`config.mk`:
```
export PLATFORM = sky130hd
export DESIGN_NAME = albuf_top
export DESIGN_NICKNAME = d
export VERILOG_FILES = /design/src/hdl/albuf_pkg.sv /design/src/hdl/albuf_fetch_ctrl.sv /design/src/hdl/albuf_fifo.sv /design/src/hdl/albuf_ins_tracker.sv /design/src/hdl/albuf_realign.sv /design/src/hdl/albuf_top.sv
export VERILOG_INCLUDE_DIRS = /design/src /design/src/hdl
export SDC_FILE = /design/constraint.sdc
export NUM_CORES = 1
export LEC_CHECK = 0
export BUFFER_PORTS_ARGS = -buffer_cell sky130_fd_sc_hd__buf_4
export CAP_MARGIN = 20
export CORE_ASPECT_RATIO = 0.5
export CORE_MARGIN = 3
export CORE_UTILIZATION = 35
export DETAILED_ROUTE_END_ITERATION = 7
export PLACE_DENSITY = 0.63
export SLEW_MARGIN = 25
export SYNTH_ARGS = -nofsm -noshare
export SYNTH_HDL_FRONTEND = slang
export SYNTH_SLANG_ARGS = --single-unit
export TNS_END_PERCENT = 30
```
`constraint.sdc`:
```
create_clock -name clk -period 5.6 [get_ports clk]
set_clock_uncertainty 0.15 [all_clocks]
set_input_delay 1.12 -clock clk [delete_from_list [all_inputs] [get_ports clk]]
set_output_delay 1.12 -clock clk [all_outputs]
set_load 0.02 [all_outputs]
```
`src/hdl/albuf_defines.svh`:
```
//////////////////////////////////////////////////////////////////////
// Sizing macros for the instruction alignment buffer
// FIFO depth, pointer and counter widths, outstanding request limit
//////////////////////////////////////////////////////////////////////

`ifndef ALBUF_DEFINES_SVH
`define ALBUF_DEFINES_SVH

// Number of response words the FIFO can hold
`define ALBUF_DEPTH 3

// Read/write pointer width, also used for the outstanding count
`define ALBUF_PTR_W 2

// Buffered instruction counter, up to two instructions per entry
`define ALBUF_CNT_W 3

// Requests allowed in flight towards the prefetcher
`define ALBUF_MAX_OUTST 2

`endif

```
`src/hdl/albuf_pkg.sv`:
```
//////////////////////////////////////////////////////////////////////
// Shared types of the alignment buffer
// Vector typedefs and the write-side alignment state
//////////////////////////////////////////////////////////////////////

`include "albuf_defines.svh"

package albuf_pkg;

  // Byte address and fetched or assembled word
  typedef logic [31:0] addr_t;
  typedef logic [31:0] word_t;

  // FIFO pointer, also the outstanding request count
  typedef logic [`ALBUF_PTR_W-1:0] ptr_t;

  // Complete instructions held in the buffer
  typedef logic [`ALBUF_CNT_W-1:0] icnt_t;

  // Complete instructions found in one response, 0 to 2
  typedef logic [1:0] nins_t;

  // Where the next written word starts relative to an instruction
  typedef enum logic [1:0] {
    ALIGNED          = 2'b00,
    UNALIGNED_BRANCH = 2'b01,
    UNALIGNED_SPLIT  = 2'b10
  } align_state_e;

endpackage

```
`src/hdl/albuf_fetch_ctrl.sv`:
```
//////////////////////////////////////////////////////////////////////
// Fetch control of the alignment buffer
// Request decision, outstanding and instruction counters,
// flush counter for stale responses and response gating
//////////////////////////////////////////////////////////////////////

`timescale 1ns/1ps

`include "albuf_defines.svh"

module albuf_fetch_ctrl import albuf_pkg::*; (
  input  logic  clk,
  input  logic  rst_n,
  input  logic  instr_req_i,
  input  logic  branch_i,
  input  logic  kill_i,
  input  logic  fetch_ready_i,
  input  logic  resp_valid_i,
  input  logic  instr_valid_i,
  input  logic  instr_ready_i,
  input  nins_t n_incoming_i,
  output logic  fetch_valid_o,
  output logic  prefetch_busy_o,
  output logic  resp_accept_o,
  output ptr_t  outstnd_cnt_o
);

  // Requests sent but not yet answered
  ptr_t  outst_q, outst_n;
  // Complete instructions in the FIFO
  icnt_t icnt_q, icnt_n;
  // Count corrected by last cycle's emission
  icnt_t icnt_avail;
  // An instruction left the buffer last cycle
  logic  pop_q;
  // Stale responses still to be dropped
  ptr_t  flush_q, flush_n;
  logic  req_fire;

  //////////////////////////////////////////////////////////////////////
  // Request decision
  //////////////////////////////////////////////////////////////////////

  // Emission is subtracted one cycle late to keep instr_ready_i off this path
  assign icnt_avail = icnt_q - icnt_t'(pop_q);

  // Fetch when the buffer runs dry, or on a redirect
  assign fetch_valid_o = instr_req_i &&
                         (outst_q < ptr_t'(`ALBUF_MAX_OUTST)) &&
                         ((icnt_avail == '0) ||
                          ((icnt_avail == icnt_t'(1)) && (outst_q == '0)) ||
                          branch_i);

  assign req_fire        = fetch_valid_o && fetch_ready_i;
  assign prefetch_busy_o = (outst_q != '0) || fetch_valid_o;

  // Responses of the old stream never reach the FIFO
  assign resp_accept_o = resp_valid_i && (flush_q == '0);

  //////////////////////////////////////////////////////////////////////
  // Counters
  //////////////////////////////////////////////////////////////////////

  // Outstanding: up on accepted request, down on every response strobe
  always_comb begin
    outst_n = outst_q;
    case ({req_fire, resp_valid_i})
      2'b10:   outst_n = outst_q + ptr_t'(1);
      2'b01:   outst_n = outst_q - ptr_t'(1);
      default: outst_n = outst_q;
    endcase
  end

  // Kill empties the buffer; otherwise add pushed, subtract popped
  always_comb begin
    if (kill_i) begin
      icnt_n = '0;
    end else begin
      icnt_n = icnt_q + icnt_t'(n_incoming_i) - icnt_t'(pop_q);
    end
  end

  // On a branch all in-flight words are stale,
  // except one that arrives in the branch cycle itself
  always_comb begin
    flush_n = flush_q;
    if (branch_i) begin
      flush_n = outst_q - ptr_t'(resp_valid_i);
    end else if (resp_valid_i && (flush_q != '0)) begin
      flush_n = flush_q - ptr_t'(1);
    end
  end

  always_ff @(posedge clk or negedge rst_n) begin
    if (!rst_n) begin
      outst_q <= '0;
      icnt_q  <= '0;
      pop_q   <= 1'b0;
      flush_q <= '0;
    end else begin
      outst_q <= outst_n;
      icnt_q  <= icnt_n;
      pop_q   <= instr_valid_i && instr_ready_i;
      flush_q <= flush_n;
    end
  end

  assign outstnd_cnt_o = outst_q;

endmodule

```
`src/hdl/albuf_fifo.sv`:
```
//////////////////////////////////////////////////////////////////////
// Response FIFO of the alignment buffer
// Circular storage of words and error flags, head and next views
//////////////////////////////////////////////////////////////////////

`timescale 1ns/1ps

`include "albuf_defines.svh"

module albuf_fifo import albuf_pkg::*; (
  input  logic  clk,
  input  logic  rst_n,
  input  logic  branch_i,
  input  logic  kill_i,
  input  logic  resp_accept_i,
  input  logic  advance_i,
  input  logic  consume_i,
  input  word_t resp_rdata_i,
  input  logic  resp_err_i,
  output logic  head_valid_o,
  output logic  next_valid_o,
  output word_t head_rdata_o,
  output word_t next_rdata_o,
  output logic  head_err_o,
  output logic  next_err_o
);

  word_t                 data_q [`ALBUF_DEPTH];
  logic [`ALBUF_DEPTH-1:0] err_q;
  logic [`ALBUF_DEPTH-1:0] valid_q, valid_n;
  ptr_t                  wptr_q, rptr_q, rptr2;
  // Head word fully used by the instruction taken this cycle
  logic                  head_done;

  // Increment with wraparound over the depth
  function automatic ptr_t ptr_inc(ptr_t p);
    return (p == ptr_t'(`ALBUF_DEPTH - 1)) ? ptr_t'(0) : p + ptr_t'(1);
  endfunction

  assign rptr2     = ptr_inc(rptr_q);
  assign head_done = advance_i && consume_i;

  // Read side
  assign head_valid_o = valid_q[rptr_q];
  assign head_rdata_o = data_q[rptr_q];
  assign head_err_o   = err_q[rptr_q];
  assign next_valid_o = valid_q[rptr2];
  assign next_rdata_o = data_q[rptr2];
  assign next_err_o   = err_q[rptr2];

  // Set on write, then clear on consume; clear wins for a pass-through word
  always_comb begin
    valid_n = valid_q;
    if (resp_accept_i) begin
      valid_n[wptr_q] = 1'b1;
    end
    if (head_done) begin
      valid_n[rptr_q] = 1'b0;
    end
  end

  // Payload
  always_ff @(posedge clk) begin
    if (resp_accept_i && !kill_i) begin
      data_q[wptr_q] <= resp_rdata_i;
      err_q[wptr_q]  <= resp_err_i;
    end
  end

  always_ff @(posedge clk or negedge rst_n) begin
    if (!rst_n) begin
      valid_q <= '0;
      wptr_q  <= '0;
      rptr_q  <= '0;
    end else begin
      valid_q <= kill_i ? '0 : valid_n;
      if (branch_i) begin
        // New stream fills from entry 0
        wptr_q <= '0;
        rptr_q <= '0;
      end else begin
        if (resp_accept_i) begin
          wptr_q <= ptr_inc(wptr_q);
        end
        if (head_done) begin
          rptr_q <= rptr2;
        end
      end
    end
  end

endmodule

```
`src/hdl/albuf_ins_tracker.sv`:
```
//////////////////////////////////////////////////////////////////////
// Write-side instruction tracker
// Counts complete instructions in each accepted response word
//////////////////////////////////////////////////////////////////////

`timescale 1ns/1ps

module albuf_ins_tracker import albuf_pkg::*; (
  input  logic  clk,
  input  logic  rst_n,
  input  logic  branch_i,
  input  logic  resp_accept_i,
  input  addr_t branch_addr_i,
  input  word_t resp_rdata_i,
  output nins_t n_incoming_o
);

  align_state_e state_q, state_n;
  // Compressed markers of the lower and upper halfword
  logic lo_c;
  logic hi_c;

  assign lo_c = resp_rdata_i[1:0] != 2'b11;
  assign hi_c = resp_rdata_i[17:16] != 2'b11;

  always_comb begin
    state_n      = state_q;
    n_incoming_o = 2'd0;
    if (branch_i) begin
      // Upper halfword target skips the lower half of the first word
      state_n = branch_addr_i[1] ? UNALIGNED_BRANCH : ALIGNED;
    end else if (resp_accept_i) begin
      case (state_q)
        ALIGNED: begin
          if (!lo_c) begin
            // Full 32-bit instruction, still aligned
            n_incoming_o = 2'd1;
          end else if (!hi_c) begin
            // Compressed, then start of a split one
            n_incoming_o = 2'd1;
            state_n      = UNALIGNED_SPLIT;
          end else begin
            n_incoming_o = 2'd2;
          end
        end
        UNALIGNED_BRANCH: begin
          // Lower half is dropped, only upper half counts
          n_incoming_o = hi_c ? 2'd1 : 2'd0;
          state_n      = hi_c ? ALIGNED : UNALIGNED_SPLIT;
        end
        UNALIGNED_SPLIT: begin
          // Lower half completes the pending instruction
          n_incoming_o = hi_c ? 2'd2 : 2'd1;
          state_n      = hi_c ? ALIGNED : UNALIGNED_SPLIT;
        end
        default: state_n = ALIGNED;
      endcase
    end
  end

  always_ff @(posedge clk or negedge rst_n) begin
    if (!rst_n) begin
      state_q <= ALIGNED;
    end else begin
      state_q <= state_n;
    end
  end

endmodule

```
`src/hdl/albuf_realign.sv`:
```
//////////////////////////////////////////////////////////////////////
// Output realignment of the alignment buffer
// Current address, aligned and split instruction assembly,
// merged bus error and FIFO read control
//////////////////////////////////////////////////////////////////////

`timescale 1ns/1ps

module albuf_realign import albuf_pkg::*; (
  input  logic  clk,
  input  logic  rst_n,
  input  logic  branch_i,
  input  logic  kill_i,
  input  logic  instr_ready_i,
  input  logic  resp_accept_i,
  input  addr_t branch_addr_i,
  input  word_t resp_rdata_i,
  input  logic  resp_err_i,
  input  logic  head_valid_i,
  input  logic  next_valid_i,
  input  word_t head_rdata_i,
  input  word_t next_rdata_i,
  input  logic  head_err_i,
  input  logic  next_err_i,
  output logic  instr_valid_o,
  output word_t instr_rdata_o,
  output logic  instr_err_o,
  output addr_t instr_addr_o,
  output logic  advance_o,
  output logic  consume_o
);

  addr_t addr_q, addr_n, addr_incr;
  word_t word_cur, word_split;
  logic  err_cur, err_split;
  logic  valid_cur, valid_split;
  logic  aligned_c, unaligned_c;

  // Head word if buffered, else the word arriving now
  assign word_cur = head_valid_i ? head_rdata_i : resp_rdata_i;
  assign err_cur  = head_valid_i ? head_err_i : resp_err_i;

  // Upper half of current word joined with lower half of the following one
  assign word_split = next_valid_i ? {next_rdata_i[15:0], word_cur[31:16]}
                                   : {resp_rdata_i[15:0], word_cur[31:16]};
  assign err_split  = err_cur | (next_valid_i ? next_err_i : resp_err_i);

  assign valid_cur   = head_valid_i || resp_accept_i;
  assign valid_split = next_valid_i || (head_valid_i && resp_accept_i);

  assign aligned_c   = word_cur[1:0] != 2'b11;
  assign unaligned_c = word_cur[17:16] != 2'b11;

  always_comb begin
    instr_rdata_o = word_cur;
    instr_err_o   = err_cur;
    instr_valid_o = 1'b0;
    if (kill_i) begin
      instr_valid_o = 1'b0;
    end else if (addr_q[1]) begin
      if (unaligned_c) begin
        instr_rdata_o = {16'h0000, word_cur[31:16]};
        instr_valid_o = valid_cur;
      end else begin
        // Needs both words
        instr_rdata_o = word_split;
        instr_err_o   = err_split;
        instr_valid_o = valid_split;
      end
    end else begin
      if (aligned_c) begin
        instr_rdata_o = {16'h0000, word_cur[15:0]};
      end
      instr_valid_o = valid_cur;
    end
  end

  // Everything except an aligned compressed instruction finishes the word
  assign consume_o = addr_q[1] || !aligned_c;
  assign advance_o = instr_valid_o && instr_ready_i;

  assign addr_incr = {addr_q[31:2], 2'b00} + 32'h4;

  always_comb begin
    if (!consume_o) begin
      addr_n = {addr_q[31:2], 2'b10};
    end else if (addr_q[1] && !unaligned_c) begin
      // Split instruction ends in the lower half of the next word
      addr_n = {addr_incr[31:2], 2'b10};
    end else begin
      addr_n = {addr_incr[31:2], 2'b00};
    end
  end

  always_ff @(posedge clk or negedge rst_n) begin
    if (!rst_n) begin
      addr_q <= '0;
    end else if (branch_i) begin
      addr_q <= branch_addr_i;
    end else if (advance_o) begin
      addr_q <= addr_n;
    end
  end

  assign instr_addr_o = addr_q;

endmodule

```
`src/hdl/albuf_top.sv`:
```
//////////////////////////////////////////////////////////////////////
// Instruction alignment buffer, top level
// Fetch control, tracker, FIFO and realignment wired together
//////////////////////////////////////////////////////////////////////

`timescale 1ns/1ps

module albuf_top import albuf_pkg::*; (
  input  logic  clk,
  input  logic  rst_n,
  // Controller
  input  logic  instr_req_i,
  input  logic  branch_i,
  input  addr_t branch_addr_i,
  input  logic  kill_i,
  // Prefetcher request side
  output logic  fetch_valid_o,
  input  logic  fetch_ready_i,
  output logic  fetch_branch_o,
  output addr_t fetch_branch_addr_o,
  // Prefetcher response side
  input  logic  resp_valid_i,
  input  word_t resp_rdata_i,
  input  logic  resp_err_i,
  // Instruction output
  output logic  instr_valid_o,
  input  logic  instr_ready_i,
  output word_t instr_rdata_o,
  output logic  instr_err_o,
  output addr_t instr_addr_o,
  // Status
  output logic  prefetch_busy_o,
  output ptr_t  outstnd_cnt_o
);

  logic  resp_accept;
  nins_t n_incoming;
  logic  head_valid, next_valid, head_err, next_err;
  word_t head_rdata, next_rdata;
  logic  advance, consume;

  // Prefetcher restarts at the halfword-aligned target
  assign fetch_branch_o      = branch_i;
  assign fetch_branch_addr_o = {branch_addr_i[31:1], 1'b0};

  albuf_fetch_ctrl u_fetch_ctrl (
    .clk             (clk),
    .rst_n           (rst_n),
    .instr_req_i     (instr_req_i),
    .branch_i        (branch_i),
    .kill_i          (kill_i),
    .fetch_ready_i   (fetch_ready_i),
    .resp_valid_i    (resp_valid_i),
    .instr_valid_i   (instr_valid_o),
    .instr_ready_i   (instr_ready_i),
    .n_incoming_i    (n_incoming),
    .fetch_valid_o   (fetch_valid_o),
    .prefetch_busy_o (prefetch_busy_o),
    .resp_accept_o   (resp_accept),
    .outstnd_cnt_o   (outstnd_cnt_o)
  );

  albuf_ins_tracker u_ins_tracker (
    .clk           (clk),
    .rst_n         (rst_n),
    .branch_i      (branch_i),
    .resp_accept_i (resp_accept),
    .branch_addr_i (branch_addr_i),
    .resp_rdata_i  (resp_rdata_i),
    .n_incoming_o  (n_incoming)
  );

  albuf_fifo u_fifo (
    .clk           (clk),
    .rst_n         (rst_n),
    .branch_i      (branch_i),
    .kill_i        (kill_i),
    .resp_accept_i (resp_accept),
    .advance_i     (advance),
    .consume_i     (consume),
    .resp_rdata_i  (resp_rdata_i),
    .resp_err_i    (resp_err_i),
    .head_valid_o  (head_valid),
    .next_valid_o  (next_valid),
    .head_rdata_o  (head_rdata),
    .next_rdata_o  (next_rdata),
    .head_err_o    (head_err),
    .next_err_o    (next_err)
  );

  albuf_realign u_realign (
    .clk           (clk),
    .rst_n         (rst_n),
    .branch_i      (branch_i),
    .kill_i        (kill_i),
    .instr_ready_i (instr_ready_i),
    .resp_accept_i (resp_accept),
    .branch_addr_i (branch_addr_i),
    .resp_rdata_i  (resp_rdata_i),
    .resp_err_i    (resp_err_i),
    .head_valid_i  (head_valid),
    .next_valid_i  (next_valid),
    .head_rdata_i  (head_rdata),
    .next_rdata_i  (next_rdata),
    .head_err_i    (head_err),
    .next_err_i    (next_err),
    .instr_valid_o (instr_valid_o),
    .instr_rdata_o (instr_rdata_o),
    .instr_err_o   (instr_err_o),
    .instr_addr_o  (instr_addr_o),
    .advance_o     (advance),
    .consume_o     (consume)
  );

endmodule
```
==> summary.md <==
| Metric | Value |
|---|---|
| Status | `finished clean` |
| Final Hold Viols | `0` |
| Reg-to-reg endpoint | `u_realign.instr_addr_o[24]` |
| Seq cells post-synth | `approximately 150` |
| Cts repair resizes | `0` |
| WHS | `a little under 400 ps` |
| Rows | `38` |
| Tmin final | `between 4000 and 5000 ps` |
| Clock Sinks | `between 100 and 150` |
| Tcrit/Tclk final | `between 80% and 90%` |
| Die Wd | `between 200 and 250 um` |
| Detailed-route DRC error count | `0` |
| Top cell by count, worst path | `buf_4` |
| First-pass GRT wire length | `approximately 36,000 um` |
| Unrepaired setup endpoints after global routing | `false` |
| Syn Area/Cell | `9.92 um2` |
| Reg2Reg Setup Slack | `about 1800 ps` |
| Pwr Total | `around 3.4 mW` |
| Iteration-0 DRC Markers | `between 500 and 600` |
| Layout cells sized above 1 | `roughly a quarter` |
| F_max | `0.222 GHz` |
| Die area | `approximately 25,000 um2` |
| Initial core utilization | `a little under two fifths` |
| Buffers on Ports | `174` |
| Prevailing post-synth register cell | `edfxtp_1` |
| Area grow syn2layout | `23.5%` |
| Synth warn | `0` |
| Final wirelength | `between 20,000 and 25,000 um` |
| # diodes | `0` |
| Most common cell in the netlist | `nor2_1` |
| Hpwl dp | `between 10,000 and 15,000 um` |
| Final nets | `1,031` |
| FFs w/ async S/R, synth | `approximately a third` |
| Avg WL per Cell | `~18 um` |
| Slowest stage delay, CP | `around 830 ps` |
| DP Cell Count | `~1,200` |
| Max transition margin | `a little under 40%` |
| Crit-path slowest cell | `dfrtp_4` |
| Hold path depth | `2` |
| DRT antenna net count | `0` |
| Worst skew pair latency | `between 400 and 500 ps` |
| Final cell count without fillers | `about 1,300` |
| R2R cell count | `8` |
| Setup TNS | `0 ps` |
| Largest net degree at the start of global routing | `70` |
| Critical Path, Cell by Cell | `buf_4, mux2i_1, nor2_1, a21oi_2, buf_4, nor2_1, a21oi_1, o22ai_1, buf_4` |
| Leakage | `3.80 nW` |
| I/O pin cnt | `176` |
| Seq/Total Area, Yosys | `~51%` |
| Clk slew on worst S/H paths | `~60 ps` |
| CTS Hold Buffers Added | `0` |
| Worst-margin pin slew | `918 ps` |
| Worst Path Required | `4330 ps` |
| DRT Pass-1 Iters | `6` |
| Vias | `between 6,000 and 7,000` |
| CTS Buf Count | `17` |
| Hold Path End | `u_realign.instr_addr_o[0]` |
| Synth area leaders | `edfxtp_1 (36%), dfrtp_1 (15%), nor2_1 (6.5%)` |
| # H-tree levels | `4` |
| Vias per cell | `about 5.5` |
| RD Place Congestion | `0.781` |
| CTS tree | `built` |
| Post-synth top area share | `between 30 and 40%` |
| Commonest cells in the netlist | `nor2_1 (142), a21oi_1 (102), edfxtp_1 (99), mux2i_1 (52), dfrtp_1 (49)` |
| Vias in the first global route | `6,746` |
| Net count after synthesis | `slightly above 900` |
| Setup Fix Bufs, Post-CTS | `0` |
| Synthesized area | `roughly 8000 um2` |
| CTS root buffer | `clkbuf_16` |
| Post-Synthesis Cells | `828` |
| Final slew viol count | `0` |
| Longest Clk Path Bufs | `2` |
| CP endpoint kind | `primary output` |
| GR Util All Layers | `between 15 and 20%` |
| Antenna violations before repair | `0` |
| HP Class | `flip-flop to flip-flop` |
| RR Startpoint | `u_fifo.rptr_q[1]` |
| Hold Crit Start | `u_realign.instr_addr_o[0]` |
| Power Dens Cells | `~340 nW/um2` |
| Max IR drop VDD | `around 0.16 mV` |
| Yosys cell types | `62` |
| Crit-path max FO | `38` |
| Core box area | `roughly 22,000 um2` |
| Vert. Die Dim | `between 100 and 150 um` |
| Yosys top cell by area | `edfxtp_1` |
| Post-synth EDFFs | `between 90 and 100` |
| Startpoint class of the critical path | `flip-flop` |
| Worst path arrival time | `3240 ps` |
| Critical path type | `flip-flop to primary output` |
| Top delay family on crit path | `buffers and inverters` |
| Number of max-cap violations | `0` |
| CP Buf/Inv Count | `3` |
| Grt ovf | `0` |
| Final number of setup-violating endpoints | `0` |
[metrics by stage]
step / utilization (%) / area [um2] / setup WS [ps]
finish: 45.4 / 10100 / 1090
CTS: 45.4 / 10100 / 1090
detailed placement: 42.8 / 9550 / 1500
global route: 45.4 / 10100 / 918
global placement: 42.8 / 9550 / 1560
floorplan: - / 8220 / 359
[state kept, by name (all words and copies together), names as in the netlist]
signal,count
u_fifo.data_q,96
u_realign.instr_addr_o,32
u_fetch_ctrl.icnt_q,3
u_fifo.err_q,3
u_fifo.valid_q,3
u_fetch_ctrl.flush_q,2
u_fetch_ctrl.outstnd_cnt_o,2
u_fifo.rptr_q,2
u_fifo.wptr_q,2
u_ins_tracker.state_q,2
u_fetch_ctrl.pop_q,1
[cells by family (layout without fill, tap and decap cells)]
group	count (synthesis)	in the layout	share of synthesized area, %
other cells	1	1	0.0457
buf+inv	109	237	6.86
flops	148	148	51.1
xor+xnor	8	8	0.853
mux	55	55	6.75
compound gates	233	233	17.2
simple gates	260	260	14.9
fa+ha+maj	14	14	2.22
[layout make-up]
| cell class | count | area (um2) |
|---|---|---|
| multi-input cells | 571 | 3490 |
| repair buffers | 188 | 1410 |
| well taps | 300 | 375 |
| clock inverters | 13 | 160 |
| inverters | 18 | 67.6 |
| flip-flops and latches | 148 | 4210 |
| clock buffers | 18 | 429 |
| fillers | 2129 | 12200 |
[worst register-to-register path: cells and delay by family, from the launching register on]
kind	cells	cell delay [ps]
muxes	1	470
AOI/OAI and AO/OA	3	550
and+or+nand+nor	2	850
DFF	1	780
buffers and inverters	2	930
[power breakdown]
part | internal (mW) | total [mW] | leakage, nW | switching (mW)
clock | 0.698 | 1.16 | 0.288 | 0.465
combinational | 0.377 | 0.935 | 2.04 | 0.558
sequential | 1.25 | 1.34 | 1.47 | 0.0827
[per-layer routing]
metal | global-route usage [%] | vias to the layer above | wire [um]
met2 | 30.7 | 171 | 10900
met3 | 4.30 | 30 | 1100
met4 | 6.26 | 0 | 400
met1 | 21.9 | 3405 | 10100
li1 | - | 3280 | -
met5 | 0 | - | 0
[how the worst max path moves through the flow]
stage | endpoint | cells past startpoint | slack, ps | start
after floorplan | u_fifo.data_q[0][0] | 2 | 360 | kill_i
after global placement | instr_valid_o | 7 | 1560 | resp_valid_i
after detailed placement | instr_valid_o | 7 | 1500 | resp_valid_i
after CTS | instr_rdata_o[20] | 9 | 1090 | u_fifo.rptr_q[0]
after global routing | instr_rdata_o[20] | 9 | 920 | u_fifo.rptr_q[0]
final | instr_rdata_o[20] | 9 | 1090 | u_fifo.rptr_q[0]
[cell usage in the layout (no fill, tap or decap), types with 8 or more instances in the layout]
master / instances
a211oi_1: 17
a21oi_1: 101
a31oi_1: 34
and3_1: 8
buf_4: 188
clkbuf_16: 17
dfrtp_1: 47
edfxtp_1: 99
ha_1: 13
inv_1: 17
mux2i_1: 52
nand2_1: 28
nand4_1: 20
nor2_1: 141
o21ai_0: 23
o22ai_1: 19
o31ai_1: 8
or3_1: 23
or4_1: 9
(Power assumes the default switching activity.)
